[src/design/vcache_prof_pkg.sv]
/*
  shared types for the vector cache profiler
  count index i of a counts array belongs to bit i of its event struct,
  so the last field declared in an event struct is index 0
  counters and the global counter are stat_cnt_width bits and wrap
*/
`default_nettype none

package vcache_prof_pkg;

  localparam int stat_cnt_width = 32;

  // atomic sub-operations, only swap, or and add get their own counter
  typedef enum logic [3:0] {
    e_amo_swap = 4'd0,
    e_amo_add  = 4'd1,
    e_amo_xor  = 4'd2,
    e_amo_and  = 4'd3,
    e_amo_or   = 4'd4,
    e_amo_min  = 4'd5,
    e_amo_max  = 4'd6,
    e_amo_minu = 4'd7,
    e_amo_maxu = 4'd8
  } amo_subop_e;

  // miss handler DMA commands
  typedef enum logic [2:0] {
    e_dma_nop             = 3'd0,
    e_dma_send_fill_addr  = 3'd1,
    e_dma_send_evict_addr = 3'd2,
    e_dma_get_fill_data   = 3'd3,
    e_dma_send_evict_data = 3'd4
  } dma_cmd_e;

  typedef struct packed {
    logic       ld_op;
    logic       st_op;
    logic       mask_op;
    logic       sigext_op;
    logic [1:0] data_size_op; // 00 byte, 01 half, 10 word, 11 double
    logic       tagst_op;
    logic       tagfl_op;
    logic       taglv_op;
    logic       tagla_op;
    logic       afl_op;
    logic       aflinv_op;
    logic       ainv_op;
    logic       alock_op;
    logic       aunlock_op;
    logic       atomic_op;
    amo_subop_e amo_subop;
  } decode_s;

  typedef struct packed {
    logic ld, ld_ld, ld_ldu, ld_lw, ld_lwu, ld_lh, ld_lhu, ld_lb, ld_lbu;
    logic st, sm_sd, sm_sw, sm_sh, sm_sb;
    logic tagst, tagfl, taglv, tagla;
    logic afl, aflinv, ainv, alock, aunlock;
    logic atomic, amoswap, amoor, amoadd;
    logic miss_ld, miss_st, miss_amo;
  } op_event_s;

  typedef struct packed {
    logic miss;
    logic idle;
    logic stall_rsp;
    logic dma_read;
    logic dma_write;
    logic replace_invalid;
    logic replace_valid;
    logic replace_dirty;
  } mem_event_s;

  typedef logic [$bits(op_event_s)-1:0][stat_cnt_width-1:0]  op_counts_t;
  typedef logic [$bits(mem_event_s)-1:0][stat_cnt_width-1:0] mem_counts_t;

  // count indices used by the periodic summary
  localparam int op_ld_idx         = 29;
  localparam int op_st_idx         = 20;
  localparam int op_atomic_idx     = 6;
  localparam int mem_miss_idx      = 7;
  localparam int mem_idle_idx      = 6;
  localparam int mem_stall_rsp_idx = 5;

  typedef struct packed {
    logic [31:0]               tag;
    logic [stat_cnt_width-1:0] global_ctr;
    op_counts_t                op_counts;
    mem_counts_t               mem_counts;
  } stat_snap_s;

  typedef struct packed {
    logic [stat_cnt_width-1:0] global_ctr;
    logic [stat_cnt_width-1:0] ld_count;
    logic [stat_cnt_width-1:0] st_count;
    logic [stat_cnt_width-1:0] atomic_count;
    logic [stat_cnt_width-1:0] miss_count;
    logic [stat_cnt_width-1:0] stall_rsp_count;
    logic [stat_cnt_width-1:0] idle_count;
  } periodic_s;

endpackage

`default_nettype wire

[src/design/vcache_mem_event_decoder.sv]
/*
  memory side event decode, purely combinational
  a replacement is send_fill_addr with dma_done_i high, and is sorted
  by the valid and dirty bits of the chosen way
*/
`timescale 1ns/1ns
`default_nettype none

module vcache_mem_event_decoder #(
  parameter int  ways_p     = 8,
  localparam int lg_ways_lp = (ways_p > 1) ? $clog2(ways_p) : 1
) (
  input  wire logic                        rsp_v_i,
  input  wire logic                        rsp_yumi_i,
  input  wire logic                        miss_v_i,
  input  wire logic                        dma_pkt_v_i,
  input  wire logic                        dma_pkt_yumi_i,
  input  wire logic                        dma_write_not_read_i,
  input  wire logic                        dma_done_i,
  input  wire vcache_prof_pkg::dma_cmd_e   dma_cmd_i,
  input  wire logic [lg_ways_lp-1:0]       chosen_way_i,
  input  wire logic [ways_p-1:0]           valid_i,
  input  wire logic [ways_p-1:0]           dirty_i,
  output      vcache_prof_pkg::mem_event_s mem_event_o
);

  import vcache_prof_pkg::*;

  logic dma_accept;
  logic replacing;
  logic way_valid;
  logic way_dirty;

  assign dma_accept = dma_pkt_v_i & dma_pkt_yumi_i;
  assign replacing  = (dma_cmd_i == e_dma_send_fill_addr) & dma_done_i;

  assign way_valid = valid_i[chosen_way_i];
  assign way_dirty = dirty_i[chosen_way_i];

  always_comb begin
    mem_event_o = '0;

    mem_event_o.miss      = miss_v_i & ~rsp_v_i;   // miss handler busy
    mem_event_o.idle      = ~rsp_v_i & ~miss_v_i;
    mem_event_o.stall_rsp = rsp_v_i & ~rsp_yumi_i; // response not taken

    mem_event_o.dma_read  = dma_accept & ~dma_write_not_read_i;
    mem_event_o.dma_write = dma_accept & dma_write_not_read_i;

    mem_event_o.replace_invalid = replacing & ~way_valid;
    mem_event_o.replace_valid   = replacing & way_valid & ~way_dirty;
    mem_event_o.replace_dirty   = replacing & way_valid & way_dirty;
  end

endmodule

`default_nettype wire

[src/design/vcache_op_event_decoder.sv]
/*
  request side event decode, purely combinational
  an access completes on rsp_v_i & rsp_yumi_i
  load subtypes need mask_op clear, store subtypes need mask_op set
  store subtypes are picked by mask popcount (8, 4, 2, 1 bytes)
*/
`timescale 1ns/1ns
`default_nettype none

module vcache_op_event_decoder #(
  parameter int mask_width_p = 4
) (
  input  wire logic                        rsp_v_i,
  input  wire logic                        rsp_yumi_i,
  input  wire logic                        miss_v_i,
  input  wire vcache_prof_pkg::decode_s    decode_i,
  input  wire logic [mask_width_p-1:0]     mask_i,
  output      vcache_prof_pkg::op_event_s  op_event_o
);

  import vcache_prof_pkg::*;

  localparam int pop_width_lp = $clog2(mask_width_p + 1);

  logic                    access;
  logic                    ld_plain;  // load without mask
  logic                    st_masked; // store with mask
  logic [pop_width_lp-1:0] mask_pop;

  assign access = rsp_v_i & rsp_yumi_i;

  // population count of the byte mask
  always_comb begin
    mask_pop = '0;
    for (int i = 0; i < mask_width_p; i++) begin
      mask_pop = mask_pop + pop_width_lp'(mask_i[i]);
    end
  end

  assign ld_plain  = access & decode_i.ld_op & ~decode_i.mask_op;
  assign st_masked = access & decode_i.st_op & decode_i.mask_op;

  always_comb begin
    op_event_o = '0;

    op_event_o.ld     = access & decode_i.ld_op;
    op_event_o.ld_ld  = ld_plain & (decode_i.data_size_op == 2'b11) & decode_i.sigext_op;
    op_event_o.ld_ldu = ld_plain & (decode_i.data_size_op == 2'b11) & ~decode_i.sigext_op;
    op_event_o.ld_lw  = ld_plain & (decode_i.data_size_op == 2'b10) & decode_i.sigext_op;
    op_event_o.ld_lwu = ld_plain & (decode_i.data_size_op == 2'b10) & ~decode_i.sigext_op;
    op_event_o.ld_lh  = ld_plain & (decode_i.data_size_op == 2'b01) & decode_i.sigext_op;
    op_event_o.ld_lhu = ld_plain & (decode_i.data_size_op == 2'b01) & ~decode_i.sigext_op;
    op_event_o.ld_lb  = ld_plain & (decode_i.data_size_op == 2'b00) & decode_i.sigext_op;
    op_event_o.ld_lbu = ld_plain & (decode_i.data_size_op == 2'b00) & ~decode_i.sigext_op;

    op_event_o.st    = access & decode_i.st_op;
    op_event_o.sm_sd = st_masked & (mask_pop == 8); // double, 64-bit words only
    op_event_o.sm_sw = st_masked & (mask_pop == 4);
    op_event_o.sm_sh = st_masked & (mask_pop == 2);
    op_event_o.sm_sb = st_masked & (mask_pop == 1);

    // tag and address maintenance
    op_event_o.tagst   = access & decode_i.tagst_op;
    op_event_o.tagfl   = access & decode_i.tagfl_op;
    op_event_o.taglv   = access & decode_i.taglv_op;
    op_event_o.tagla   = access & decode_i.tagla_op;
    op_event_o.afl     = access & decode_i.afl_op;
    op_event_o.aflinv  = access & decode_i.aflinv_op;
    op_event_o.ainv    = access & decode_i.ainv_op;
    op_event_o.alock   = access & decode_i.alock_op;
    op_event_o.aunlock = access & decode_i.aunlock_op;

    op_event_o.atomic  = access & decode_i.atomic_op;
    op_event_o.amoswap = op_event_o.atomic & (decode_i.amo_subop == e_amo_swap);
    op_event_o.amoor   = op_event_o.atomic & (decode_i.amo_subop == e_amo_or);
    op_event_o.amoadd  = op_event_o.atomic & (decode_i.amo_subop == e_amo_add);

    // access that went through the miss handler
    op_event_o.miss_ld  = access & decode_i.ld_op & miss_v_i;
    op_event_o.miss_st  = access & decode_i.st_op & miss_v_i;
    op_event_o.miss_amo = access & decode_i.atomic_op & miss_v_i;
  end

endmodule

`default_nettype wire

[src/design/vcache_profiler.sv]
/*
  performance counters for a non-blocking vector cache
  pure observer, never stalls the cache
  word_width_p must be a multiple of 8, print tag is 32 bits
  one cycle from print strobe to snap_v_o
*/
`timescale 1ns/1ns
`default_nettype none

module vcache_profiler #(
  parameter int  word_width_p  = 32,
  parameter int  ways_p        = 8,
  parameter int  period_p      = 250,
  localparam int mask_width_lp = word_width_p / 8,
  localparam int lg_ways_lp    = (ways_p > 1) ? $clog2(ways_p) : 1
) (
  input  wire logic                        clk_i,
  input  wire logic                        reset_i,

  // response side
  input  wire logic                        rsp_v_i,
  input  wire logic                        rsp_yumi_i,
  input  wire logic                        miss_v_i,
  input  wire vcache_prof_pkg::decode_s    decode_i,
  input  wire logic [mask_width_lp-1:0]    mask_i,

  // miss handler and DMA
  input  wire logic                        dma_pkt_v_i,
  input  wire logic                        dma_pkt_yumi_i,
  input  wire logic                        dma_write_not_read_i,
  input  wire logic                        dma_done_i,
  input  wire vcache_prof_pkg::dma_cmd_e   dma_cmd_i,
  input  wire logic [lg_ways_lp-1:0]       chosen_way_i,
  input  wire logic [ways_p-1:0]           valid_i,
  input  wire logic [ways_p-1:0]           dirty_i,

  // sampling
  input  wire logic                        print_stat_v_i,
  input  wire logic [31:0]                 print_stat_tag_i,
  input  wire logic [31:0]                 global_ctr_i,
  output      logic                        snap_v_o,
  output      vcache_prof_pkg::stat_snap_s snap_o,
  output      logic                        periodic_v_o,
  output      vcache_prof_pkg::periodic_s  periodic_o
);

  import vcache_prof_pkg::*;

  op_event_s   op_event;
  mem_event_s  mem_event;
  op_counts_t  op_counts;
  mem_counts_t mem_counts;

  vcache_op_event_decoder #(
    .mask_width_p(mask_width_lp)
  ) op_dec_i (
    .rsp_v_i   (rsp_v_i),
    .rsp_yumi_i(rsp_yumi_i),
    .miss_v_i  (miss_v_i),
    .decode_i  (decode_i),
    .mask_i    (mask_i),
    .op_event_o(op_event)
  );

  vcache_mem_event_decoder #(
    .ways_p(ways_p)
  ) mem_dec_i (
    .rsp_v_i             (rsp_v_i),
    .rsp_yumi_i          (rsp_yumi_i),
    .miss_v_i            (miss_v_i),
    .dma_pkt_v_i         (dma_pkt_v_i),
    .dma_pkt_yumi_i      (dma_pkt_yumi_i),
    .dma_write_not_read_i(dma_write_not_read_i),
    .dma_done_i          (dma_done_i),
    .dma_cmd_i           (dma_cmd_i),
    .chosen_way_i        (chosen_way_i),
    .valid_i             (valid_i),
    .dirty_i             (dirty_i),
    .mem_event_o         (mem_event)
  );

  vcache_stat_counters #(
    .event_t(op_event_s)
  ) op_cnt_i (
    .clk_i   (clk_i),
    .reset_i (reset_i),
    .event_i (op_event),
    .counts_o(op_counts)
  );

  vcache_stat_counters #(
    .event_t(mem_event_s)
  ) mem_cnt_i (
    .clk_i   (clk_i),
    .reset_i (reset_i),
    .event_i (mem_event),
    .counts_o(mem_counts)
  );

  vcache_stat_sampler #(
    .period_p(period_p)
  ) sampler_i (
    .clk_i           (clk_i),
    .reset_i         (reset_i),
    .print_stat_v_i  (print_stat_v_i),
    .print_stat_tag_i(print_stat_tag_i),
    .global_ctr_i    (global_ctr_i),
    .op_counts_i     (op_counts),
    .mem_counts_i    (mem_counts),
    .snap_v_o        (snap_v_o),
    .snap_o          (snap_o),
    .periodic_v_o    (periodic_v_o),
    .periodic_o      (periodic_o)
  );

endmodule

`default_nettype wire

[src/design/vcache_stat_counters.sv]
/*
  one wrapping counter per bit of event_t
  an event in cycle N is visible in counts_o from cycle N+1
  counts_o[i] belongs to bit i of the event vector
*/
`timescale 1ns/1ns
`default_nettype none

module vcache_stat_counters #(
  parameter type event_t = logic
) (
  input  wire logic   clk_i,
  input  wire logic   reset_i,
  input  wire event_t event_i,
  output      logic [$bits(event_t)-1:0][vcache_prof_pkg::stat_cnt_width-1:0] counts_o
);

  import vcache_prof_pkg::*;

  localparam int num_events_lp = $bits(event_t);

  logic [num_events_lp-1:0]                     event_bits;
  logic [num_events_lp-1:0][stat_cnt_width-1:0] counts_r;

  assign event_bits = event_i;

  always_ff @(posedge clk_i) begin
    if (reset_i) begin
      counts_r <= '0;
    end else begin
      for (int i = 0; i < num_events_lp; i++) begin
        if (event_bits[i]) begin
          counts_r[i] <= counts_r[i] + stat_cnt_width'(1); // wraps at 2**32
        end
      end
    end
  end

  assign counts_o = counts_r;

endmodule

`default_nettype wire

[src/design/vcache_stat_sampler.sv]
/*
  snapshot on print_stat_v_i: counts as they stand in the strobe cycle,
  so that cycle's own events are not included
  snap_v_o pulses one cycle after the strobe, data held until next strobe
  periodic sample only once a kernel-start tag (top bits 10) was seen
  period_p must be nonzero
*/
`timescale 1ns/1ns
`default_nettype none

module vcache_stat_sampler #(
  parameter int period_p = 250
) (
  input  wire logic                         clk_i,
  input  wire logic                         reset_i,
  input  wire logic                         print_stat_v_i,
  input  wire logic [31:0]                  print_stat_tag_i,
  input  wire logic [31:0]                  global_ctr_i,
  input  wire vcache_prof_pkg::op_counts_t  op_counts_i,
  input  wire vcache_prof_pkg::mem_counts_t mem_counts_i,
  output      logic                         snap_v_o,
  output      vcache_prof_pkg::stat_snap_s  snap_o,
  output      logic                         periodic_v_o,
  output      vcache_prof_pkg::periodic_s   periodic_o
);

  import vcache_prof_pkg::*;

  logic       snap_v_r;
  stat_snap_s snap_r;
  logic       periodic_v_r;
  periodic_s  periodic_r;
  logic       kernel_start_r;
  logic       kernel_tag;
  logic       period_hit;

  assign kernel_tag = print_stat_tag_i[31:30] == 2'b10;
  assign period_hit = kernel_start_r & ((global_ctr_i % period_p) == 0);

  // control state
  always_ff @(posedge clk_i) begin
    if (reset_i) begin
      snap_v_r       <= 1'b0;
      periodic_v_r   <= 1'b0;
      kernel_start_r <= 1'b0;
    end else begin
      snap_v_r     <= print_stat_v_i;
      periodic_v_r <= period_hit;
      if (print_stat_v_i && kernel_tag) begin
        kernel_start_r <= 1'b1; // sticky until reset
      end
    end
  end

  // snapshot payload
  always_ff @(posedge clk_i) begin
    if (print_stat_v_i) begin
      snap_r.tag        <= print_stat_tag_i;
      snap_r.global_ctr <= global_ctr_i;
      snap_r.op_counts  <= op_counts_i;
      snap_r.mem_counts <= mem_counts_i;
    end
  end

  // periodic summary payload
  always_ff @(posedge clk_i) begin
    if (period_hit) begin
      periodic_r.global_ctr      <= global_ctr_i;
      periodic_r.ld_count        <= op_counts_i[op_ld_idx];
      periodic_r.st_count        <= op_counts_i[op_st_idx];
      periodic_r.atomic_count    <= op_counts_i[op_atomic_idx];
      periodic_r.miss_count      <= mem_counts_i[mem_miss_idx];
      periodic_r.stall_rsp_count <= mem_counts_i[mem_stall_rsp_idx];
      periodic_r.idle_count      <= mem_counts_i[mem_idle_idx];
    end
  end

  assign snap_v_o     = snap_v_r;
  assign snap_o       = snap_r;
  assign periodic_v_o = periodic_v_r;
  assign periodic_o   = periodic_r;

endmodule

`default_nettype wire

[config.mk]
export PLATFORM = sky130hd
export DESIGN_NAME = vcache_profiler
export DESIGN_NICKNAME = d
export VERILOG_FILES = /design/src/design/vcache_prof_pkg.sv /design/src/design/vcache_mem_event_decoder.sv /design/src/design/vcache_op_event_decoder.sv /design/src/design/vcache_profiler.sv /design/src/design/vcache_stat_counters.sv /design/src/design/vcache_stat_sampler.sv
export SDC_FILE = /design/constraint.sdc
export NUM_CORES = 2
export LEC_CHECK = 0
export BUFFER_PORTS_ARGS = -buffer_cell sky130_fd_sc_hd__buf_2
export CORE_AREA = 2 2 626 628
export DETAILED_ROUTE_END_ITERATION = 8
export DIE_AREA = 0 0 628 630
export HOLD_SLACK_MARGIN = 0.15
export MAX_ROUTING_LAYER = met4
export PLACE_DENSITY_LB_ADDON = 0.1
export SYNTH_ARGS = -nofsm -noshare
export SYNTH_HDL_FRONTEND = slang
export SYNTH_HIERARCHICAL = 1
export SYNTH_SLANG_ARGS = --single-unit
export TNS_END_PERCENT = 10
[constraint.sdc]
create_clock -name clk_i -period 42.4 [get_ports clk_i]
set_input_delay 6.36 -clock clk_i [delete_from_list [all_inputs] [get_ports clk_i]]
set_output_delay 6.36 -clock clk_i [all_outputs]
set_load 0.02 [all_outputs]
==> flow_summary_export.csv <==
group,metric,value,unit
clocking,cts_hold_buf,0,
floorplan,num_rows,229,
run_status,outcome,"finished clean",
layout,seq_area,69600,sq um
layout,multiInputGateArea,37400,sq um
setup_path,cp.arrival,28960,ps
yosys,synth_flop_cell,"edfxtp_1",
worst_hold_path,hp-class,"reg -> reg",
yosys,synthTopCellsByArea,"edfxtp_1 (41%), dfxtp_1 (22%), xor2_1 (2.9%)",
clocking,cts.sink_count,2723,
clocking,cts_buffers,326,
setup_path,cp_max_fo,140,
yosys,syn_area,109000,sq um
yosys,yosysTopAreaCell,"edfxtp_1",
yosys,yosysSeqAreaShare,0.635,
detailed_routing,drt-met1-wl,156,mm
detailed_routing,num_vias,81668,
placement,placedCellCount,15631,
timing,clock_skew,64.8,ps
layout,fin_cells,16257,
global_route,grt-ovfl-total,0,
timing,final-max-slew-violation-count,0,
clocking,cts_root_buffer,"clkbuf_16",
placement,finalWeightedCongestion,0.871,
timing,final.period_utilization,0.671,
timing,grt_setup_unrepaired,"false",
setup_path,start_kind,"input port",
yosys,synth.ff_latch_count,2723,
timing,finalHoldViolCount,0,
detailed_routing,wl_per_cell,24.4,um
layout,finish.net_count,10924,
yosys,synth_cells,9188,
floorplan,core-area,388000,sq um
detailed_routing,drc,0,
job,max_cap_violations,0,
floorplan,ios,1626,
floorplan,start_util,0.282,
setup_path,required,42900,ps
detailed_routing,routed.top_layer,"met4",
yosys,yosysWarnings,6,
placement,dpl.hpwl,296,mm
setup_path,crit_path_end_kind,"flop",
setup_path,reg2reg_depth,6,
detailed_routing,vias_per_cell,5.02,
yosys,postSynthAreaPerCell,11.9,sq um
worst_hold_path,whs_path_depth,0,
layout,layout-drive-gt1-share,0.217,
yosys,synth_edf_count,1504,
clocking,htree_num_levels,5,
clocking,postCtsSetupRepairBufs,0,
timing,setup_viol,0,
global_route,grt_pass1_vias,76339,
timing,fin_crit,28450,ps
layout,area_growth,21.9,%
global_route,track_usage,0.196,
timing,fmax,35.1,MHz
yosys,async_reset_ff_frac,0,
layout,final_core_util,0.344,
clocking,cts_tree,"built",
detailed_routing,dr.pass1.iters,5,
layout,n_fill_cell,38616,
layout,layout_commonest_cell,"buf_2",
global_route,antenna_found_initial,17,
floorplan,die_w,628,um
detailed_routing,wl_met3,21.8,mm
clocking,clk_pin_slew_worst_paths,60,ps
global_route,grt_max_degree,159,
setup_path,max_stage_delay,870,ps
detailed_routing,drt_first_iter_violations,5376,
floorplan,die_y,630,um
setup_path,crit_type,"in -> reg",
clocking,clk_latency,920,ps
placement,io_buffers,1625,
detailed_routing,wl_met2,197,mm
yosys,yosys.area.top_type_share,0.413,
yosys,synth_fp_nets,9350,
timing,setup_tns,0,ps
detailed_routing,ant_nets,0,
global_route,grt_pass1_wl,560,mm
yosys,ys_types,160,
setup_path,path_common_cell,"mux2i_1",
layout,final_cell_mix,"buf_2 (1,623), edfxtp_1 (1,504), dfxtp_1 (1,219)",
timing,slew_headroom,0.252,
setup_path,crit_path_top_delay_cell,"mux2i_1",
clocking,cts_buffer_depth,4,
placement,post-place-ws,13100,ps
timing,worst_slack,13950,ps
clocking,cts_resized,0,
detailed_routing,routed_wirelength,396,mm
timing,worst_slew_pin_slew,1120,ps
floorplan,dieArea,396000,sq um
==> state kept, by name, summed over array words and instances, names as in the netlist <==
signal / flops
op_cnt_i/counts_o: 960
sampler_i/periodic_o: 224
sampler_i/kernel_start_r: 1
sampler_i/snap_o: 1280
sampler_i/periodic_v_o: 1
mem_cnt_i/counts_o: 256
sampler_i/snap_v_o: 1
==> worst paths after layout <==
| kind | slack, ps | to | startpoint |
|---|---|---|---|
| max reg2reg | 38780 | sampler_i/periodic_o[43] | sampler_i/kernel_start_r |
| min | 440 | sampler_i/snap_o[543] | op_cnt_i/counts_o[287] |
| min reg2reg | 440 | sampler_i/snap_o[543] | op_cnt_i/counts_o[287] |
| max | 13950 | sampler_i/periodic_o[43] | global_ctr_i[31] |
==> routing by layer <==
layer,up-vias,GRT usage
li1,38090,-
met1,40763,0.223
met2,2253,0.330
met3,562,0.0381
met4,0,0.0958
met5,-,-
==> per-stage QoR <==
step                      instance area [sq um]  hold WS, ps
after floorplan                          109000          406
after global placement                   123000          430
after detailed placement                 123000          438
after CTS                                133000          447
after global routing                     133000          453
final                                    133000          443
==> final cells by class <==
class | count | share of cell area
clock inverters | 129 | 0.0101
clock buffers | 473 | 0.0699
multi-input cells | 5874 | 0.280
well taps | 5197 | 0.0487
inverters | 161 | 0.00453
repair buffers | 1676 | 0.0644
flip-flops and latches | 2723 | 0.521
diodes | 24 | 0.000450
==> cell families (layout without fill, tap and decap cells) <==
kind of cell,Yosys count,in the layout,synth area share
compound gates,1538,1538,0.0923
flops,2723,2723,0.635
xor+xnor,627,627,0.0508
fa+ha+maj,53,53,0.00589
simple gates,3509,3509,0.178
buf+inv,591,2439,0.0231
other cells,1,25,0.0000343
mux,146,146,0.0147
==> critical path: cells and delay by family <==
family | cells | cell delay, ps
compound gates | 37 | 12090
mux | 7 | 3840
xor+xnor | 2 | 770
simple gates | 11 | 3160
buf+inv | 5 | 2450
==> synthesized netlist by cell type (71+ instances only) <==
| library cell | n |
|---|---|
| xnor2_1 | 254 |
| or4_1 | 384 |
| clkbuf_1 | 329 |
| xor2_1 | 365 |
| or3_1 | 211 |
| and3_1 | 140 |
| inv_1 | 159 |
| o31ai_1 | 347 |
| mux2_2 | 71 |
| dfxtp_1 | 1219 |
| edfxtp_1 | 1504 |
| and4_1 | 172 |
| nor4_1 | 108 |
| nor3_1 | 122 |
| nand4_1 | 384 |
| nand2_1 | 466 |
| o21ai_0 | 237 |
| nor2_1 | 800 |
| nand3_1 | 425 |
| a21oi_1 | 601 |
Power is left out: the tool's default activity adds up to more than one toggle a clock period on the data nets, which glitch-free logic cannot reach.
